[src/common/console_params.svh]
`ifndef CONSOLE_PARAMS_SVH
`define CONSOLE_PARAMS_SVH

// uart bit period in system clocks
`define CLKS_PER_BIT 16

// wishbone word address width
`define WB_ADDR_W 4

// register word offsets
`define REG_DATA   0
`define REG_CMD    1
`define REG_STATUS 2

`endif

[src/common/print_types_pkg.sv]
package print_types_pkg;

    typedef logic [7:0]  char_t;  // one character on the tx line
    typedef logic [31:0] word_t;  // value handed to the print unit

    // how the word is rendered
    typedef enum logic {
        PRINT_BYTE_MODE = 1'b0,   // low byte, raw
        PRINT_WORD_MODE = 1'b1    // eight hex digits, msb first
    } print_mode_t;

    typedef enum logic [1:0] {
        PRINT_IDLE = 2'd0,
        PRINT_LOAD = 2'd1,
        PRINT_SEND = 2'd2,
        PRINT_WAIT = 2'd3
    } print_state_t;

    // 8n1 frame sequencer
    typedef enum logic [1:0] {
        UART_IDLE  = 2'd0,
        UART_START = 2'd1,
        UART_DATA  = 2'd2,
        UART_STOP  = 2'd3
    } uart_state_t;

endpackage

[src/common/wb_types_pkg.sv]
`include "console_params.svh"

package wb_types_pkg;

    typedef logic [`WB_ADDR_W-1:0] wb_addr_t;  // word address
    typedef logic [31:0]           wb_data_t;
    typedef logic [3:0]            wb_sel_t;   // one bit per byte lane

    // decoded register target
    typedef enum logic [1:0] {
        REG_SEL_DATA   = 2'd0,
        REG_SEL_CMD    = 2'd1,
        REG_SEL_STATUS = 2'd2,
        REG_SEL_NONE   = 2'd3   // unmapped, acked but inert
    } reg_sel_t;

endpackage

[src/console/uart_tx.sv]
`timescale 1ns/1ps
`include "console_params.svh"

module uart_tx
    import print_types_pkg::*;
(
    input  logic  clk,
    input  logic  rst,
    input  logic  char_vld,
    input  char_t char_data,
    output logic  char_rdy,
    output logic  tx
);

    localparam int CNT_W = $clog2(`CLKS_PER_BIT);

    uart_state_t      state;
    logic [CNT_W-1:0] clk_cnt;   // position inside the current bit
    logic [2:0]       bit_idx;   // data bit being sent
    char_t            shreg;     // lsb goes out first
    logic             bit_end;
    logic             line_bit;  // level for the current state

    assign char_rdy = (state == UART_IDLE);
    assign bit_end  = (clk_cnt == CNT_W'(`CLKS_PER_BIT - 1));

    always_comb begin
        case (state)
            UART_START: line_bit = 1'b0;
            UART_DATA:  line_bit = shreg[0];
            default:    line_bit = 1'b1;  // idle and stop are both mark
        endcase
    end

    always_ff @(posedge clk or posedge rst) begin
        if (rst) begin
            state   <= UART_IDLE;
            clk_cnt <= '0;
            bit_idx <= '0;
            tx      <= 1'b1;
        end else begin
            tx      <= line_bit;  // registered, one cycle behind state
            clk_cnt <= (state == UART_IDLE || bit_end) ? '0 : clk_cnt + 1'b1;
            case (state)
                UART_IDLE:  if (char_vld) state <= UART_START;
                UART_START: begin
                    if (bit_end) begin
                        bit_idx <= '0;
                        state   <= UART_DATA;
                    end
                end
                UART_DATA: begin
                    if (bit_end) begin
                        bit_idx <= bit_idx + 3'd1;
                        if (bit_idx == 3'd7) state <= UART_STOP;
                    end
                end
                UART_STOP:  if (bit_end) state <= UART_IDLE;
                default:    state <= UART_IDLE;
            endcase
        end
    end

    always_ff @(posedge clk) begin
        if (char_vld && char_rdy) shreg <= char_data;
        else if (state == UART_DATA && bit_end) shreg <= shreg >> 1;
    end

endmodule

[src/console/print_unit.sv]
`timescale 1ns/1ps

module print_unit
    import print_types_pkg::*;
(
    input  logic        clk,
    input  logic        rst,
    input  logic        start,
    input  print_mode_t mode,
    input  word_t       data,
    output logic        busy,
    output logic        char_vld,
    output char_t       char_data,
    input  logic        char_rdy
);

    print_state_t state;
    word_t        word;       // working copy, shifted one nibble per character
    logic [3:0]   count;      // characters still to hand off
    logic         done;       // one cycle after the last hand-off

    // nibble to upper case ascii hex
    function automatic char_t hex_char(input logic [3:0] nib);
        if (nib < 4'd10) begin
            return char_t'(8'h30 + {4'h0, nib});
        end
        return char_t'(8'h37 + {4'h0, nib});  // 10 maps to "A"
    endfunction

    always_ff @(posedge clk or posedge rst) begin
        if (rst) begin
            state    <= PRINT_IDLE;
            count    <= '0;
            busy     <= 1'b0;
            done     <= 1'b0;
            char_vld <= 1'b0;
        end else begin
            done <= 1'b0;
            if (done) begin
                busy <= 1'b0;
            end
            case (state)
                PRINT_IDLE: begin
                    if (start) begin
                        busy  <= 1'b1;
                        state <= PRINT_LOAD;
                    end
                end
                PRINT_LOAD: begin
                    count <= (mode == PRINT_WORD_MODE) ? 4'd8 : 4'd1;
                    state <= PRINT_SEND;
                end
                PRINT_SEND: begin
                    char_vld <= 1'b1;  // char_data settles on the same edge
                    state    <= PRINT_WAIT;
                end
                PRINT_WAIT: begin
                    if (char_vld && char_rdy) begin
                        char_vld <= 1'b0;
                        count    <= count - 4'd1;
                        if (count == 4'd1) begin
                            done  <= 1'b1;
                            state <= PRINT_IDLE;
                        end else begin
                            state <= PRINT_SEND;
                        end
                    end
                end
                default: state <= PRINT_IDLE;
            endcase
        end
    end

    // datapath, follows the state machine above
    always_ff @(posedge clk) begin
        if (state == PRINT_LOAD) begin
            word <= data;  // snapshot, later bus writes do not matter
        end else if (state == PRINT_WAIT && char_vld && char_rdy) begin
            word <= word << 4;
        end

        if (state == PRINT_SEND) begin
            if (mode == PRINT_BYTE_MODE) begin
                char_data <= word[7:0];
            end else begin
                char_data <= hex_char(word[31:28]);  // top nibble first
            end
        end
    end

endmodule

[src/source/wb_console_regs.sv]
`timescale 1ns/1ps
`include "console_params.svh"

module wb_console_regs
    import print_types_pkg::*, wb_types_pkg::*;
(
    input  logic        clk,
    input  logic        rst,
    input  logic        cyc,
    input  logic        stb,
    input  logic        we,
    input  wb_addr_t    adr,
    input  wb_data_t    dat_w,
    input  wb_sel_t     sel,
    output wb_data_t    dat_r,
    output logic        ack,
    output logic        start,
    output print_mode_t mode,
    output word_t       data,
    input  logic        busy
);

    reg_sel_t reg_sel;
    word_t    data_reg;  // bus visible data register
    wb_data_t rd_val;
    logic     req;       // new access pending and not yet acked
    logic     hold;      // cmd write must wait for the printer
    logic     take;      // access completes on this edge

    always_comb begin
        case (adr)
            wb_addr_t'(`REG_DATA):   reg_sel = REG_SEL_DATA;
            wb_addr_t'(`REG_CMD):    reg_sel = REG_SEL_CMD;
            wb_addr_t'(`REG_STATUS): reg_sel = REG_SEL_STATUS;
            default:                 reg_sel = REG_SEL_NONE;
        endcase
    end

    always_comb begin
        case (reg_sel)
            REG_SEL_DATA:   rd_val = data_reg;
            REG_SEL_CMD:    rd_val = {31'b0, mode};
            REG_SEL_STATUS: rd_val = {31'b0, busy};
            default:        rd_val = '0;
        endcase
    end

    assign req  = cyc && stb && !ack;
    assign hold = we && (reg_sel == REG_SEL_CMD) && busy;
    assign take = req && !hold;

    always_ff @(posedge clk or posedge rst) begin
        if (rst) begin
            ack   <= 1'b0;
            start <= 1'b0;
            mode  <= PRINT_BYTE_MODE;
            dat_r <= '0;
        end else begin
            ack   <= take;
            start <= take && we && (reg_sel == REG_SEL_CMD);
            dat_r <= (take && !we) ? rd_val : '0;
            if (take && we && reg_sel == REG_SEL_CMD) begin
                mode <= print_mode_t'(dat_w[0]);
            end
        end
    end

    always_ff @(posedge clk) begin
        if (take && we && reg_sel == REG_SEL_DATA) begin
            for (int i = 0; i < 4; i++) begin
                if (sel[i]) data_reg[8*i +: 8] <= dat_w[8*i +: 8];
            end
        end
        // frozen copy for the printer that only moves on an accepted cmd
        if (take && we && reg_sel == REG_SEL_CMD) data <= data_reg;
    end

endmodule

[src/source/console_top.sv]
`timescale 1ns/1ps

module console_top
    import print_types_pkg::*, wb_types_pkg::*;
(
    input  logic     clk,
    input  logic     rst,
    input  logic     cyc,
    input  logic     stb,
    input  logic     we,
    input  wb_addr_t adr,
    input  wb_data_t dat_w,
    input  wb_sel_t  sel,
    output wb_data_t dat_r,
    output logic     ack,
    output logic     tx
);

    logic        start;
    print_mode_t mode;
    word_t       data;
    logic        busy;
    logic        char_vld;
    char_t       char_data;
    logic        char_rdy;

    // bus side, command and data registers
    wb_console_regs u_regs (
        .clk   (clk),
        .rst   (rst),
        .cyc   (cyc),
        .stb   (stb),
        .we    (we),
        .adr   (adr),
        .dat_w (dat_w),
        .sel   (sel),
        .dat_r (dat_r),
        .ack   (ack),
        .start (start),
        .mode  (mode),
        .data  (data),
        .busy  (busy)
    );

    print_unit u_print (
        .clk       (clk),
        .rst       (rst),
        .start     (start),
        .mode      (mode),
        .data      (data),
        .busy      (busy),
        .char_vld  (char_vld),
        .char_data (char_data),
        .char_rdy  (char_rdy)
    );

    uart_tx u_uart (
        .clk       (clk),
        .rst       (rst),
        .char_vld  (char_vld),
        .char_data (char_data),
        .char_rdy  (char_rdy),
        .tx        (tx)
    );

endmodule

[config.mk]
export PLATFORM = sky130hd
export DESIGN_NAME = console_top
export DESIGN_NICKNAME = d
export VERILOG_FILES = /design/src/common/print_types_pkg.sv /design/src/common/wb_types_pkg.sv /design/src/console/uart_tx.sv /design/src/console/print_unit.sv /design/src/source/wb_console_regs.sv /design/src/source/console_top.sv
export VERILOG_INCLUDE_DIRS = /design/src /design/src/common
export SDC_FILE = /design/constraint.sdc
export NUM_CORES = 1
export LEC_CHECK = 0
export BUFFER_PORTS_ARGS = -buffer_cell sky130_fd_sc_hd__buf_2
export CORE_ASPECT_RATIO = 0.75
export CORE_MARGIN = 2
export CORE_UTILIZATION = 57
export DETAILED_ROUTE_END_ITERATION = 12
export GPL_ROUTABILITY_DRIVEN = 0
export PLACE_DENSITY = 0.89
export SYNTH_ARGS = -nofsm -noshare
export SYNTH_HDL_FRONTEND = slang
export SYNTH_SLANG_ARGS = --single-unit
[constraint.sdc]
create_clock -name clk -period 5.05 [get_ports clk]
set_input_delay 1.01 -clock clk [delete_from_list [all_inputs] [get_ports clk]]
set_output_delay 1.01 -clock clk [all_outputs]
set_load 0.005 [all_outputs]
== After elaboration in Yosys (flattened, before gate mapping) ==
Index checks and enable logic that the tools add are counted.

* Output and inout port bits: 34
* Memories: 0
* Bits in writable memories: 0
* Register bits after elaboration: 166
* ROM bits: 0
* Input bits: 45
* Bits in latches: 0

* Divide/modulo/power cells: 0
* $add $sub $neg: 5
* Eq/ne operators: 20
* Reductions and logical operators: 35
* Magnitude comparators: 1
* Multiply operators: 0
* Shift operators: 0
* Bitwise gates (word level): 0
* Multiplexer cells: 39

{| class="wikitable"
|+ Operators by type and width
! kind !! count
|-
| $mux 32 || 3
|-
| $pmux 32 s3 || 1
|-
| $mux 8 || 5
|-
| $mux 2 || 8
|-
| $pmux 2 s4 || 2
|-
| $add 6x4->7 const A || 2
|-
| $reduce_and 2->1 || 7
|-
| $logic_and 1x1->1 || 13
|-
| $mux 4 || 3
|-
| $ne 2x1->1 const B || 6
|-
| $eq 2x2->1 const B || 5
|-
| $mux 1 || 10
|-
| $reduce_bool 2->1 || 5
|-
| $eq 4x1->1 const B || 2
|-
| $pmux 4 s2 || 1
|-
| $eq 2x1->1 const B || 3
|-
| $logic_not 2->1 || 3
|-
| $mux 3 || 2
|-
| $pmux 2 s3 || 1
|-
| $pmux 3 s2 || 1
|-
| $reduce_and 5->1 || 1
|-
| $add 4x1->4 const B || 1
|-
| $eq 4x2->1 const B || 1
|-
| $eq 4x4->1 const B || 1
|-
| 10 further kinds || 13
|}

== Longest topological paths before layout ==
* Word-level depth: 10
* Mapped depth: 7
* Depth with buffers taken out: 5

== Hierarchy ==
Synthesis repeated with hierarchy kept, for this count alone.

* Cells, all modules: 370
* Area, all modules: 6349.8 sq um

{| class="wikitable"
|+ Modules (own cells, without submodules)
! module !! area each (sq um) !! instances !! cells an instance
|-
| wb_console_regs || 3164.3 || 1 || 153
|-
| print_unit || 2290.9 || 1 || 150
|-
| uart_tx || 894.6 || 1 || 67
|}

== Worst setup path after synthesis ==
No wires, ideal clock.

* Path kind: flip-flop to flip-flop
* From: register u_uart.state[0]
* To: register u_print.count[1]
* Period minus slack after synthesis: 4023 ps
* Path slack: 1027 ps
* Cell stages (with the launch flop): 7
* Buffers on the path: 1
* Data arrival time: 3742 ps
* Path through: dfrtp_1 > inv_1 > ha_1 > buf_2 > nand2_1 > a21boi_0 > o32ai_1

* Word-level cells in the longest chain between the ends: 4

{| class="wikitable"
|+ RTL lines
! item !! line !! RTL
|-
| start: declaration || uart_tx.sv:17 || <nowiki>uart_state_t state;</nowiki>
|-
| start signal: assignment || uart_tx.sv:37 || <nowiki>state <= UART_IDLE;</nowiki>
|-
| start signal: assignment || uart_tx.sv:45 || <nowiki>UART_IDLE: if (char_vld) state <= UART_START;</nowiki>
|-
| start signal: assignment || uart_tx.sv:49 || <nowiki>state <= UART_DATA;</nowiki>
|-
| $logic_not 2->1 || uart_tx.sv:24 || <nowiki>assign char_rdy = (state == UART_IDLE);</nowiki>
|-
| $logic_and 1x1->1 || print_unit.sv:58 || <nowiki>if (char_vld && char_rdy) begin</nowiki>
|-
| $ne 2x1->1 (no source line) || n/a ||
|-
| $reduce_and 2->1 (no source line) || n/a ||
|-
| end signal: assignment || print_unit.sv:50 || <nowiki>count <= (mode == PRINT_WORD_MODE) ? 4'd8 : 4'd1;</nowiki>
|-
| end signal: assignment || print_unit.sv:60 || <nowiki>count <= count - 4'd1;</nowiki>
|-
| end: declaration || print_unit.sv:19 || <nowiki>logic [3:0] count;</nowiki>
|}

Every way passes these cells.
A chain may end at the register's enable or synchronous reset.

== Worst setup path in the final report ==
Ends and elaborated chain as after synthesis.

==> key figures <==
Status
  – Status: finished, final reports clean

Setup path
  – RR Startpoint: u_uart.state[0]
  – Critical Path AT: ~3.1 ns
  – Setup slack, reg-to-reg: around 2.2 ns
  – Start point of the critical path: u_uart.state[0]
  – Crit path kind: register to register
  – Worst setup EP type: register
  – Startpoint Class: register
  – R2r endpoint: u_print.count[1]
  – Critical Path Fanout Max: 35
  – Req. time, crit path: 5.26 ns
  – R2r worst-path depth: 5

Timing
  – Slew margin rel.: a little under a quarter
  – Setup TNS Final: 0 ns
  – Final Hold Vio Count: 0
  – Fmax: 348 MHz
  – RSZ-0062 raised after global routing: false
  – Slew @ Worst Pin: roughly 1.1 ns
  – Final Slew Violations: 0
  – Fin crit period: about 2.9 ns
  – Final worst path period share: 56.9%
  – Final setup viols: 0
  – Clk_skew: ~0.0094 ns
  – Final WS setup: 2.17 ns
  – Worst hold slack: roughly 0.44 ns

Place
  – Placed cell count: 575
  – PortBufs: 78
  – HPWL reported at the end of detailed placement: around 7600 µm
  – Dpl ws: just under 2 ns

CTS
  – CTS root buffer: clkbuf_16
  – Worst skew pair latency: between 0.4 and 0.5 ns
  – Post-CTS sizing: 0
  – Post-CTS Setup Bufs: 0
  – H-tree lvl count: 4
  – Clock Tree Buf Depth: 2
  – CTS tree: done
  – Clock Sinks: around 170
  – CTS Hold Buffers Added: 0
  – CTS clk-pin slew, worst paths: roughly 0.06 ns
  – Clock buffer count from CTS: 17

Global routing
  – First-pass GRT wire length: 18400 µm
  – Global route total overflow: 0
  – Tot GR Track Use: about a fifth
  – Number of global-route vias before repair: approximately 3500
  – Initial antenna violation count: 0
  – Largest net degree at the start of global routing: 55

Finish
  – Core Util, Final: between 70% and 80%
  – Layout cell share with drive strength beyond 1: 32.5%
  – P&R area growth vs syn: 18.0%
  – Max FFs per register: between 60 and 70
  – # fillers: 636
  – Fin nets: ~500
  – ANT cells: 0
  – Final cell count without fillers: a little over 600

Logic synthesis
  – Seq/Total Area, Yosys: about three quarters
  – Synth unique cells: 45
  – Synth warn: 0
  – Post-synth ARST share: 32.5%
  – Cell taking the most area after synthesis: edfxtp_1
  – Post-synth top flop: edfxtp_1
  – Mapped Cells: approximately 370
  – Mapped Area: approximately 6200 µm²
  – Area share of the largest cell type after synthesis: 54.2%
  – Synth top area cells: edfxtp_1 (54%), dfrtp_1 (21%), mux2_2 (6.9%)
  – #FFs+latches synth: 166
  – Post-synth EDFFs: ~110
  – Syn avg cell area: around 17 µm²
  – Mapped Nets: approximately 420

Routing
  – Vias post-DR: 3372
  – First-pass DRT Iterations: 5
  – Initial DRC Count: 329
  – WL per Instance: 18.8 µm
  – Vias per Instance: 5.56
  – Final ANT Viol Nets: 0
  – DRC viols: 0
  – WL final: between 10000 and 15000 µm

Hold path
  – Hold path startpoint: u_regs.data_reg[4]
  – Worst hold path class: register to register
  – Hold Path End: u_regs.data[4]
  – Worst hold stages: 0

Power
  – Leakage: roughly 3.0 nW
  – VDD IR max: roughly 0.00043 V
  – Total power per unit cell area: approximately 460 nW/µm²

Floorplan
  – Starting Density: approximately three fifths
  – Core area: 10500 µm²
  – Ports: just under 80
  – Die footprint: roughly 12000 µm²
  – Die height: 94.4 µm
  – Chip Width: 125 µm
  – Site row count: 32

Job
  – Max_cap viols: 0
## kinds of logic after synthesis
group	Yosys count	share of synthesized area (%)
mux	41	7.38
flops	166	76.0
fa+ha+maj	10	2.02
buf+inv	26	1.77
simple gates	88	8.69
compound gates	36	3.89
xor+xnor	2	0.282
## cell usage after synthesis (2+ instances only)
master,instances
a21boi_0,2
a21o_1,3
a21oi_1,6
a22oi_1,2
and2_1,38
and3_1,3
buf_2,7
clkbuf_1,2
clkbuf_2,3
dfrtp_1,53
edfxtp_1,112
ha_1,10
inv_1,14
mux2_2,38
mux2i_1,3
nand2_1,11
nand2b_1,2
nand3_1,3
nor2_1,9
nor2b_1,5
nor3_1,4
nor4_1,2
nor4_4,2
o211ai_1,2
o21ai_0,9
o2bb2ai_1,3
or3_1,2
xnor2_1,2
## stage by stage
step           power (mW)  instance area [µm²]
3_3_place_gp         2.13                 6750
4_1_cts              3.41                 7320
3_5_place_dp         2.17                 6750
6_report             3.40                 7320
5_1_grt              3.54                 7320
2_1_floorplan        2.04                 6210
## report_power, final
group	internal, mW	leakage (nW)	switching [mW]
registers	1.63	1.73	0.0920
logic	0.192	0.983	0.245
clock network	0.752	0.264	0.490
total	2.57	2.98	0.827
## routing by layer
metal  global-route usage (%)  part of all wire [%]
met1                     29.3                    44
met2                     32.7                    48
met3                     7.08                   6.8
met4                     5.43                   1.5
met5                        0                     0
## layout make-up
class / count / area [µm²] / area share [%]
Clock inverter: 8 / 98.8 / 1.35
Sequential cell: 166 / 4720 / 64.4
Clock buffer: 24 / 472 / 6.44
Timing Repair Buffer: 82 / 420 / 5.74
Tap cell: 136 / 170 / 2.32
Inverter: 14 / 52.6 / 0.717
Multi-Input combinational cell: 177 / 1400 / 19.0
## worst max-delay path, stage by stage (launching register included)
cell and delay, ns:
dfrtp_1 0.40, inv_1 0.11, ha_1 0.40, nand2_1 0.49, a21boi_4 1.00, o32ai_1 0.28
## layout by cell type, fill, tap and decap left out, types with 4 or more instances in the layout
cell / netlist / layout
buf_4: 0 / 4
clkinvlp_4: 0 / 4
nor3_1: 4 / 4
clkbuf_1: 2 / 5
a21oi_1: 6 / 6
nor2b_1: 5 / 4
ha_1: 10 / 10
and2_1: 38 / 38
inv_1: 14 / 13
dfrtp_1: 53 / 53
o21ai_0: 9 / 8
nor2_1: 9 / 9
nand2_1: 11 / 11
clkbuf_16: 0 / 17
mux2_2: 38 / 38
buf_2: 7 / 78
edfxtp_1: 112 / 112
## worst max path at each step
| stage | end | slack [ns] | cells past startpoint |
|---|---|---|---|
| after floorplan | u_print.count[1] | 1.03 | 6 |
| after global placement | u_regs.data[5] | 2.03 | 4 |
| after detailed placement | u_regs.data[1] | 1.92 | 4 |
| after CTS | u_print.count[1] | 2.17 | 5 |
| after global routing | u_print.count[1] | 1.99 | 5 |
| final | u_print.count[1] | 2.17 | 5 |
No activity file was read; power rests on OpenSTA's default activity.
